$ cat config.mk
export PLATFORM = sky130hd
export DESIGN_NAME = mshr_top
export DESIGN_NICKNAME = d
export VERILOG_FILES = /design/src/source/mshr_pkg.sv /design/src/source/mshr_mem_if.sv /design/src/source/mshr_lane_align.sv /design/src/source/mshr_wb_master.sv /design/src/source/mshr_entry_fsm.sv /design/src/source/mshr_top.sv
export SDC_FILE = /design/constraint.sdc
export NUM_CORES = 1
export LEC_CHECK = 0
export BUFFER_PORTS_ARGS = -buffer_cell sky130_fd_sc_hd__buf_2
export CORE_ASPECT_RATIO = 0.7
export CORE_MARGIN = 4
export CORE_UTILIZATION = 40
export DETAILED_ROUTE_END_ITERATION = 6
export GPL_ROUTABILITY_DRIVEN = 1
export PLACE_DENSITY = 0.7
export SYNTH_ARGS = -nofsm -noshare
export SYNTH_HDL_FRONTEND = slang
export SYNTH_SLANG_ARGS = --single-unit
$ cat constraint.sdc
create_clock -name clk_i -period 4.22 [get_ports clk_i]
set_clock_uncertainty 0.1 [all_clocks]
set_input_delay 0.211 -clock clk_i [delete_from_list [all_inputs] [get_ports clk_i]]
set_output_delay 0.211 -clock clk_i [all_outputs]
set_load 0.01 [all_outputs]
$ cat src/source/mshr_pkg.sv
// MSHR shared definitions
`default_nettype none

package mshr_pkg;

    // ====================================================================
    // Block geometry
    // ====================================================================

    // Bytes per cache block
    localparam int BLOCK_BYTES = 8;

    // Block width in bits
    localparam int BLOCK_W = BLOCK_BYTES * 8;

    // Offset bits inside one block
    localparam int OFFSET_W = $clog2(BLOCK_BYTES);

    // Processor data width
    localparam int DATA_W = 64;

    // ====================================================================
    // Encodings
    // ====================================================================

    // Processor command
    typedef enum logic [1:0] {
        CMD_NONE  = 2'd0,
        CMD_LOAD  = 2'd1,
        CMD_STORE = 2'd2
    } proc_cmd_e;

    // Access size, one lane group per size
    typedef enum logic [1:0] {
        SIZE_BYTE   = 2'd0,
        SIZE_HALF   = 2'd1,
        SIZE_WORD   = 2'd2,
        SIZE_DOUBLE = 2'd3
    } mem_size_e;

    // Entry phases, one per handshake
    typedef enum logic [2:0] {
        ST_IDLE   = 3'd0,
        ST_REFILL = 3'd1,
        ST_UPDATE = 3'd2,
        ST_OUTPUT = 3'd3,
        ST_EVICT  = 3'd4,
        ST_DONE   = 3'd5
    } mshr_state_e;

endpackage

`default_nettype wire

$ cat src/source/mshr_mem_if.sv
// MSHR block transfer channel
`timescale 1ns/1ps
`default_nettype none

interface mshr_mem_if #(
    parameter int ADDR_W = 32
) ();
    import mshr_pkg::*;

    // Request side, held steady by the entry until done
    logic              req;
    logic              we;
    logic [ADDR_W-1:0] addr;
    logic [BLOCK_W-1:0] wdata;

    // Completion side, rdata valid with the done pulse
    logic [BLOCK_W-1:0] rdata;
    logic              done;

    modport fsm (
        output req,
        output we,
        output addr,
        output wdata,
        input  rdata,
        input  done
    );

    modport master (
        input  req,
        input  we,
        input  addr,
        input  wdata,
        output rdata,
        output done
    );

endinterface

`default_nettype wire

$ cat src/source/mshr_lane_align.sv
// Byte lane merge and extract
`timescale 1ns/1ps
`default_nettype none

module mshr_lane_align (
    input  mshr_pkg::mem_size_e                size_i,
    input  logic [mshr_pkg::OFFSET_W-1:0]      offset_i,
    input  logic [mshr_pkg::BLOCK_W-1:0]       block_i,
    input  logic [mshr_pkg::DATA_W-1:0]        store_data_i,
    output logic [mshr_pkg::BLOCK_W-1:0]       merged_o,
    output logic [mshr_pkg::DATA_W-1:0]        load_data_o
);
    import mshr_pkg::*;

    // Bit position of the lowest lane
    localparam int SHIFT_W = OFFSET_W + 3;

    localparam logic [BLOCK_W-1:0] BYTE_MASK = BLOCK_W'(8'hff);
    localparam logic [BLOCK_W-1:0] HALF_MASK = BLOCK_W'(16'hffff);
    localparam logic [BLOCK_W-1:0] WORD_MASK = BLOCK_W'(32'hffff_ffff);

    logic [SHIFT_W-1:0] bit_shift;
    logic [BLOCK_W-1:0] field_mask;
    logic [BLOCK_W-1:0] lane_mask;
    logic [BLOCK_W-1:0] store_lanes;

    // ====================================================================
    // Lane selection
    // ====================================================================

    // Offset bits below the access size are dropped
    always_comb begin
        case (size_i)
            SIZE_BYTE: begin
                bit_shift  = {offset_i, 3'b000};
                field_mask = BYTE_MASK;
            end
            SIZE_HALF: begin
                bit_shift  = {offset_i[OFFSET_W-1:1], 4'b0000};
                field_mask = HALF_MASK;
            end
            SIZE_WORD: begin
                bit_shift  = {offset_i[OFFSET_W-1:2], 5'b00000};
                field_mask = WORD_MASK;
            end
            default: begin
                // Double covers the whole block
                bit_shift  = '0;
                field_mask = {BLOCK_W{1'b1}};
            end
        endcase
    end

    // ====================================================================
    // Merge and extract
    // ====================================================================

    assign lane_mask   = field_mask << bit_shift;
    assign store_lanes = (BLOCK_W'(store_data_i) & field_mask) << bit_shift;

    // Store data replaces only the selected lanes
    assign merged_o = (block_i & ~lane_mask) | store_lanes;

    // Selected lanes moved down, upper bits zero
    assign load_data_o = DATA_W'((block_i >> bit_shift) & field_mask);

endmodule

`default_nettype wire

$ cat src/source/mshr_wb_master.sv
// Wishbone classic block master
`timescale 1ns/1ps
`default_nettype none

module mshr_wb_master #(
    parameter int ADDR_W = 32
) (
    input  logic                               clk_i,
    input  logic                               rst_i,
    mshr_mem_if.master                         mem,
    output logic                               wb_cyc_o,
    output logic                               wb_stb_o,
    output logic                               wb_we_o,
    output logic [ADDR_W-1:0]                  wb_adr_o,
    output logic [mshr_pkg::BLOCK_BYTES-1:0]   wb_sel_o,
    output logic [mshr_pkg::BLOCK_W-1:0]       wb_dat_o,
    input  logic [mshr_pkg::BLOCK_W-1:0]       wb_dat_i,
    input  logic                               wb_ack_i
);

    logic start;
    logic finish;

    // A held request is not restarted while its done pulse is out
    assign start  = mem.req && !wb_cyc_o && !mem.done;
    assign finish = wb_cyc_o && wb_ack_i;

    // ====================================================================
    // Bus cycle control
    // ====================================================================

    always_ff @(posedge clk_i) begin
        if (rst_i) begin
            wb_cyc_o <= 1'b0;
            wb_stb_o <= 1'b0;
            wb_we_o  <= 1'b0;
            mem.done <= 1'b0;
        end else begin
            mem.done <= 1'b0;
            if (start) begin
                wb_cyc_o <= 1'b1;
                wb_stb_o <= 1'b1;
                wb_we_o  <= mem.we;
            end else if (finish) begin
                // Classic cycle ends the cycle after ack
                wb_cyc_o <= 1'b0;
                wb_stb_o <= 1'b0;
                wb_we_o  <= 1'b0;
                mem.done <= 1'b1;
            end
        end
    end

    // ====================================================================
    // Address and data
    // ====================================================================

    always_ff @(posedge clk_i) begin
        if (start) begin
            wb_adr_o <= mem.addr;
            wb_dat_o <= mem.wdata;
        end
        // Read data lines up with the done pulse
        if (finish) begin
            mem.rdata <= wb_dat_i;
        end
    end

    // Whole block every transfer
    assign wb_sel_o = '1;

endmodule

`default_nettype wire

$ cat src/source/mshr_entry_fsm.sv
// MSHR entry state machine
`timescale 1ns/1ps
`default_nettype none

module mshr_entry_fsm #(
    parameter int ADDR_W = 32
) (
    input  logic                            clk_i,
    input  logic                            rst_i,
    // Processor request and response
    input  logic                            req_valid_i,
    output logic                            req_ready_o,
    input  mshr_pkg::proc_cmd_e             req_cmd_i,
    input  logic [ADDR_W-1:0]               req_addr_i,
    input  mshr_pkg::mem_size_e             req_size_i,
    input  logic [mshr_pkg::DATA_W-1:0]     req_wdata_i,
    output logic                            resp_valid_o,
    input  logic                            resp_ready_i,
    output logic [mshr_pkg::DATA_W-1:0]     resp_data_o,
    // Cache fill and victim
    output logic                            fill_valid_o,
    input  logic                            fill_grant_i,
    output logic [ADDR_W-1:0]               fill_addr_o,
    output logic [mshr_pkg::BLOCK_W-1:0]    fill_data_o,
    input  logic [ADDR_W-1:0]               victim_addr_i,
    input  logic [mshr_pkg::BLOCK_W-1:0]    victim_data_i,
    input  logic                            victim_dirty_i,
    // Completion and memory side
    output logic                            done_o,
    mshr_mem_if.fsm                         mem
);
    import mshr_pkg::*;

    mshr_state_e        state_q;
    mshr_state_e        state_d;

    // Entry registers
    proc_cmd_e          cmd_q;
    logic [ADDR_W-1:0]  addr_q;
    mem_size_e          size_q;
    logic [DATA_W-1:0]  wdata_q;
    logic [BLOCK_W-1:0] block_q;
    logic [ADDR_W-1:0]  victim_addr_q;
    logic [BLOCK_W-1:0] victim_data_q;
    logic               victim_dirty_q;

    logic [BLOCK_W-1:0] lane_block;
    logic [BLOCK_W-1:0] merged_block;

    // ====================================================================
    // Next state
    // ====================================================================

    always_comb begin
        state_d = state_q;
        case (state_q)
            ST_IDLE: begin
                if (req_valid_i && req_cmd_i != CMD_NONE) begin
                    state_d = ST_REFILL;
                end
            end
            ST_REFILL: begin
                if (mem.done) begin
                    state_d = ST_UPDATE;
                end
            end
            ST_UPDATE: begin
                if (fill_grant_i) begin
                    if (cmd_q == CMD_LOAD) begin
                        state_d = ST_OUTPUT;
                    end else if (victim_dirty_i) begin
                        state_d = ST_EVICT;
                    end else begin
                        state_d = ST_DONE;
                    end
                end
            end
            ST_OUTPUT: begin
                if (resp_ready_i) begin
                    state_d = victim_dirty_q ? ST_EVICT : ST_DONE;
                end
            end
            ST_EVICT: begin
                if (mem.done) begin
                    state_d = ST_DONE;
                end
            end
            default: begin
                // Done lasts one cycle
                state_d = ST_IDLE;
            end
        endcase
    end

    always_ff @(posedge clk_i) begin
        if (rst_i) begin
            state_q <= ST_IDLE;
        end else begin
            state_q <= state_d;
        end
    end

    // ====================================================================
    // Entry registers
    // ====================================================================

    always_ff @(posedge clk_i) begin
        if (state_q == ST_IDLE && req_valid_i) begin
            cmd_q   <= req_cmd_i;
            addr_q  <= req_addr_i;
            size_q  <= req_size_i;
            wdata_q <= req_wdata_i;
        end
        // Loads keep the refilled block as it came from memory
        if (state_q == ST_REFILL && mem.done) begin
            block_q <= (cmd_q == CMD_STORE) ? merged_block : mem.rdata;
        end
        if (state_q == ST_UPDATE && fill_grant_i) begin
            victim_addr_q  <= victim_addr_i;
            victim_data_q  <= victim_data_i;
            victim_dirty_q <= victim_dirty_i;
        end
    end

    // Merge works on the incoming block, extraction on the stored one
    assign lane_block = (state_q == ST_REFILL) ? mem.rdata : block_q;

    mshr_lane_align u_lane (
        .size_i       (size_q),
        .offset_i     (addr_q[OFFSET_W-1:0]),
        .block_i      (lane_block),
        .store_data_i (wdata_q),
        .merged_o     (merged_block),
        .load_data_o  (resp_data_o)
    );

    // ====================================================================
    // Outputs
    // ====================================================================

    assign req_ready_o  = (state_q == ST_IDLE);
    assign fill_valid_o = (state_q == ST_UPDATE);
    assign fill_addr_o  = addr_q;
    assign fill_data_o  = block_q;
    assign resp_valid_o = (state_q == ST_OUTPUT);
    assign done_o       = (state_q == ST_DONE);

    // Block reads for refill, block writes for the dirty victim
    assign mem.req   = (state_q == ST_REFILL) || (state_q == ST_EVICT);
    assign mem.we    = (state_q == ST_EVICT);
    assign mem.addr  = (state_q == ST_EVICT)
                     ? {victim_addr_q[ADDR_W-1:OFFSET_W], {OFFSET_W{1'b0}}}
                     : {addr_q[ADDR_W-1:OFFSET_W], {OFFSET_W{1'b0}}};
    assign mem.wdata = victim_data_q;

endmodule

`default_nettype wire

$ cat src/source/mshr_top.sv
// MSHR entry top level
`timescale 1ns/1ps
`default_nettype none

module mshr_top #(
    parameter int ADDR_W = 32
) (
    input  logic                               clk_i,
    input  logic                               rst_i,
    // Processor port
    input  logic                               req_valid_i,
    output logic                               req_ready_o,
    input  mshr_pkg::proc_cmd_e                req_cmd_i,
    input  logic [ADDR_W-1:0]                  req_addr_i,
    input  mshr_pkg::mem_size_e                req_size_i,
    input  logic [mshr_pkg::DATA_W-1:0]        req_wdata_i,
    output logic                               resp_valid_o,
    input  logic                               resp_ready_i,
    output logic [mshr_pkg::DATA_W-1:0]        resp_data_o,
    // Cache fill port
    output logic                               fill_valid_o,
    input  logic                               fill_grant_i,
    output logic [ADDR_W-1:0]                  fill_addr_o,
    output logic [mshr_pkg::BLOCK_W-1:0]       fill_data_o,
    input  logic [ADDR_W-1:0]                  victim_addr_i,
    input  logic [mshr_pkg::BLOCK_W-1:0]       victim_data_i,
    input  logic                               victim_dirty_i,
    output logic                               done_o,
    // Wishbone master port
    output logic                               wb_cyc_o,
    output logic                               wb_stb_o,
    output logic                               wb_we_o,
    output logic [ADDR_W-1:0]                  wb_adr_o,
    output logic [mshr_pkg::BLOCK_BYTES-1:0]   wb_sel_o,
    output logic [mshr_pkg::BLOCK_W-1:0]       wb_dat_o,
    input  logic [mshr_pkg::BLOCK_W-1:0]       wb_dat_i,
    input  logic                               wb_ack_i
);

    // Block transfers between the entry and the bus
    mshr_mem_if #(.ADDR_W(ADDR_W)) mem_if ();

    mshr_entry_fsm #(.ADDR_W(ADDR_W)) u_entry (
        .clk_i          (clk_i),
        .rst_i          (rst_i),
        .req_valid_i    (req_valid_i),
        .req_ready_o    (req_ready_o),
        .req_cmd_i      (req_cmd_i),
        .req_addr_i     (req_addr_i),
        .req_size_i     (req_size_i),
        .req_wdata_i    (req_wdata_i),
        .resp_valid_o   (resp_valid_o),
        .resp_ready_i   (resp_ready_i),
        .resp_data_o    (resp_data_o),
        .fill_valid_o   (fill_valid_o),
        .fill_grant_i   (fill_grant_i),
        .fill_addr_o    (fill_addr_o),
        .fill_data_o    (fill_data_o),
        .victim_addr_i  (victim_addr_i),
        .victim_data_i  (victim_data_i),
        .victim_dirty_i (victim_dirty_i),
        .done_o         (done_o),
        .mem            (mem_if.fsm)
    );

    mshr_wb_master #(.ADDR_W(ADDR_W)) u_wb (
        .clk_i    (clk_i),
        .rst_i    (rst_i),
        .mem      (mem_if.master),
        .wb_cyc_o (wb_cyc_o),
        .wb_stb_o (wb_stb_o),
        .wb_we_o  (wb_we_o),
        .wb_adr_o (wb_adr_o),
        .wb_sel_o (wb_sel_o),
        .wb_dat_o (wb_dat_o),
        .wb_dat_i (wb_dat_i),
        .wb_ack_i (wb_ack_i)
    );

endmodule

`default_nettype wire

==> metrics.csv <==
stage;metric;value;unit
timing;worst_pin_slew;1060;ps
clocking;cts_tree;done;
power_and_ir_drop;p_per_area;450;mW/mm²
placement;place.port_buffers;523;
routing;drt-initial-drc-count;2053;
routing;postRouteAntennaNets;0;
hold_path;hp-class;in2reg;
routing;drcViolationCount;0;
clocking;clockBufferDepth;3;
die;start_util;40.5;%
layout;drive_gt1_share;34.7;%
placement;finalWeightedCongestion;1.01;
synth;postSynthCellCount;1179;
critical_path;path_common_cell;mux2i_1;
clocking;clockRootBuffer;clkbuf_16;
critical_path;path_buf_inv;2;
synth;synth-main-ff-cell;edfxtp_1;
die;rows;64;
timing;post-route-period-util;91.5;%
run_status;status;finished, final reports clean;
clocking;ctsResizeCount;0;
critical_path;crit_path_end_kind;output port;
timing;grt_setup_unrepaired;false;
critical_path;max_stage_delay;920;ps
synth;ys_seq_area_share;71.0;%
layout;areaGrowthSynthToFinish;41.3;%
routing;vias_per_cell;5.63;
power_and_ir_drop;leakage;9.74;nW
global_route;grt_usage;29.7;%
timing;timing.fmax;259;MHz
clocking;hold_buffers;261;
synth;synth.distinct_cells;58;
synth;synth-edff-count;415;
power_and_ir_drop;vdd_drop_max;0.000357;V
layout;seq_area;0.0126;mm²
synth;ys_seq_elements;421;
clocking;cts_setup_buffers;0;
synth;synth_area;0.0177;mm²
timing;setup-tns-final;0;ps
critical_path;critical_path_class;reg2out;
clocking;htree_levels;2;
synth;syn_avg_cell_area;15.0;µm²
routing;finalWirelength;73600;µm
layout;fin_util;57.3;%
placement;dpl_cell_area;0.0210;mm²
clocking;cts.clk_slew.worst_paths;60;ps
clocking;clock_sinks;421;
placement;place_hpwl;52200;µm
layout;nets;2248;
critical_path;cp_data_arrival_time;3550;ps
global_route;grt_pass1_vias;14700;
critical_path;worstPathCellList;nor3b_4, buf_4, mux2i_1, mux2i_1, o22ai_1, a21oi_1, buf_2;
synth;async_reset_ff_share;0;%
clocking;cts_made_buffers;43;
die;core;0.0437;mm²
die;ioPinCount;538;
critical_path;path_max_fanout;16;
critical_path;start_kind;register;
routing;wl_per_cell;28.2;µm
die;die_h;184;µm
timing;hold_viol;0;
critical_path;worstPathRequired;3910;ps
run;maxCapViolCount;0;
layout;fillerInstances;3578;
timing;final.min_clock_period;3860;ps
global_route;grt_max_degree;73;
die;fp.dieW;260;µm
timing;relSlewSlack;27.1;%
die;die-area;0.0478;mm²
global_route;overflow;0;
routing;drtPass1Iterations;6;
timing;setup_violations;0;
synth;ys_warn_count;0;
critical_path;critical_path.top_delay_family;multiplexers;
layout;multi_input_area;0.00465;mm²
clocking;clkLatencyLatePin;560;ps
global_route;grt_pass1_wl;103000;µm
routing;vias;14700;
timing;slew_viol_final;0;
global_route;antenna_found_initial;6;
critical_path;cp_slowest_cell;mux2i_1;
layout;final_area;0.0250;mm²
-- synthesized netlist by cell type, types with 7 or more instances --
| cell type | instances | area share [%] |
|---|---|---|
| edfxtp_1 | 415 | 70 |
| nand2_1 | 99 | 2.1 |
| nor2_1 | 68 | 1.4 |
| mux2i_1 | 67 | 3.8 |
| a21oi_1 | 65 | 1.8 |
| o21ai_0 | 65 | 1.8 |
| mux2_2 | 38 | 2.4 |
| clkbuf_1 | 37 | 0.78 |
| o21a_1 | 27 | 1.1 |
| and2_1 | 22 | 0.78 |
| o221ai_1 | 22 | 1.1 |
| o22ai_1 | 20 | 0.71 |
| buf_2 | 19 | 0.54 |
| nor2b_1 | 17 | 0.60 |
| buf_4 | 14 | 0.59 |
| inv_1 | 14 | 0.30 |
| mux4_2 | 14 | 1.8 |
| nand2b_1 | 13 | 0.46 |
| a32oi_1 | 12 | 0.59 |
| a31oi_1 | 11 | 0.39 |
| a211oi_1 | 8 | 0.34 |
| a222oi_1 | 8 | 0.45 |
| a22oi_1 | 8 | 0.34 |
| a22o_1 | 7 | 0.35 |
| buf_6 | 7 | 0.44 |
-- layout by cell type, fill, tap and decap left out, types with 10 or more instances in the layout --
cell type	n
a21oi_1	65
a31oi_1	11
a32oi_1	12
and2_1	18
buf_2	523
buf_4	45
clkbuf_1	10
clkbuf_16	43
clkinv_1	10
conb_1	11
dlygate4sd3_1	261
edfxtp_1	415
inv_1	13
mux2_2	38
mux2i_1	67
mux4_2	14
nand2_1	99
nand2b_1	12
nor2_1	68
nor2b_1	15
o21a_1	27
o21ai_0	65
o221ai_1	22
o22ai_1	20
-- flip-flops by register name (all words and copies together), names as in the netlist --
signal	cells
u_wb.wb_we_o	1
u_entry.wdata_q	64
u_wb.wb_adr_o	29
u_entry.fill_addr_o	32
u_entry.size_q	2
u_entry.fill_data_o	64
u_entry.cmd_q	2
u_wb.wb_dat_o	64
u_entry.mem.wdata	64
u_wb.mem.done	1
u_entry.state_q	3
u_entry.victim_addr_q	29
u_wb.wb_cyc_o	1
u_entry.victim_dirty_q	1
u_wb.mem.rdata	64
-- power breakdown --
part	total, mW	internal (mW)	switching, mW
sequential	5.18	4.99	0.188
combinational	2.26	0.864	1.40
clock	3.83	2.19	1.64
total	11.3	8.05	3.23
-- per-stage QoR --
step / worst slack [ps] / total power [mW] / std cells / hold WS [ps]
after floorplan: 401 / 6.30 / 1188 / 180
after global placement: 1130 / 7.22 / 2269 / 287
after detailed placement: 1160 / 7.23 / 2269 / 289
after CTS: 549 / 11.2 / 2607 / 0.105
after global routing: 324 / 11.7 / 2609 / 92.0
final: 360 / 11.3 / 2611 / 45.6
-- cell families (layout without fill, tap and decap cells) --
kind of cell / Yosys count / after routing / share of synthesized area [%]
simple gates: 248 / 248 / 6.47
xor+xnor: 1 / 1 / 0.0494
flops: 421 / 421 / 71.0
buf+inv: 98 / 923 / 3.11
mux: 126 / 126 / 8.95
other cells: 2 / 15 / 0.0424
compound gates: 283 / 283 / 10.4
-- layout make-up --
cell class	instances	area share [%]
Antenna cell	4	0.0400
Tap cell	594	2.97
Timing Repair Buffer	832	22.5
Clock inverter	24	1.06
Sequential cell	421	50.2
Multi-Input combinational cell	669	18.6
Clock buffer	53	4.45
Inverter	14	0.215
-- worst register-to-register path, cell delays in order (launching register included) --
cell and delay, ps:
edfxtp_1 800, buf_4 360, nand2b_1 200, a21oi_1 120, nor2_1 800, a2bb2oi_1 420
a21oi_1 140
-- per-layer routing --
| layer | share of wire (%) | wire length, µm | vias to the layer above | GRT usage [%] |
|---|---|---|---|---|
| li1 | - | - | 6164 | - |
| met1 | 38 | 28300 | 7314 | 39.7 |
| met2 | 46 | 33600 | 1031 | 45.7 |
| met3 | 12 | 8920 | 195 | 10.4 |
| met4 | 3.8 | 2810 | 2 | 9.90 |
| met5 | 0.015 | 11 | - | 0 |
-- path summary, 6_finish.rpt --
path                    startpoint  cells past startpoint                      end  slack [ps]
max             u_entry.state_q[0]                      7           resp_data_o[7]         360
min                   fill_grant_i                      4       u_entry.state_q[1]          50
max reg2reg      u_entry.size_q[1]                      6  u_entry.fill_data_o[35]        1000
min reg2reg  u_entry.mem.wdata[12]                      0        u_wb.wb_dat_o[12]         320
No activity file was read; power rests on OpenSTA's default activity.
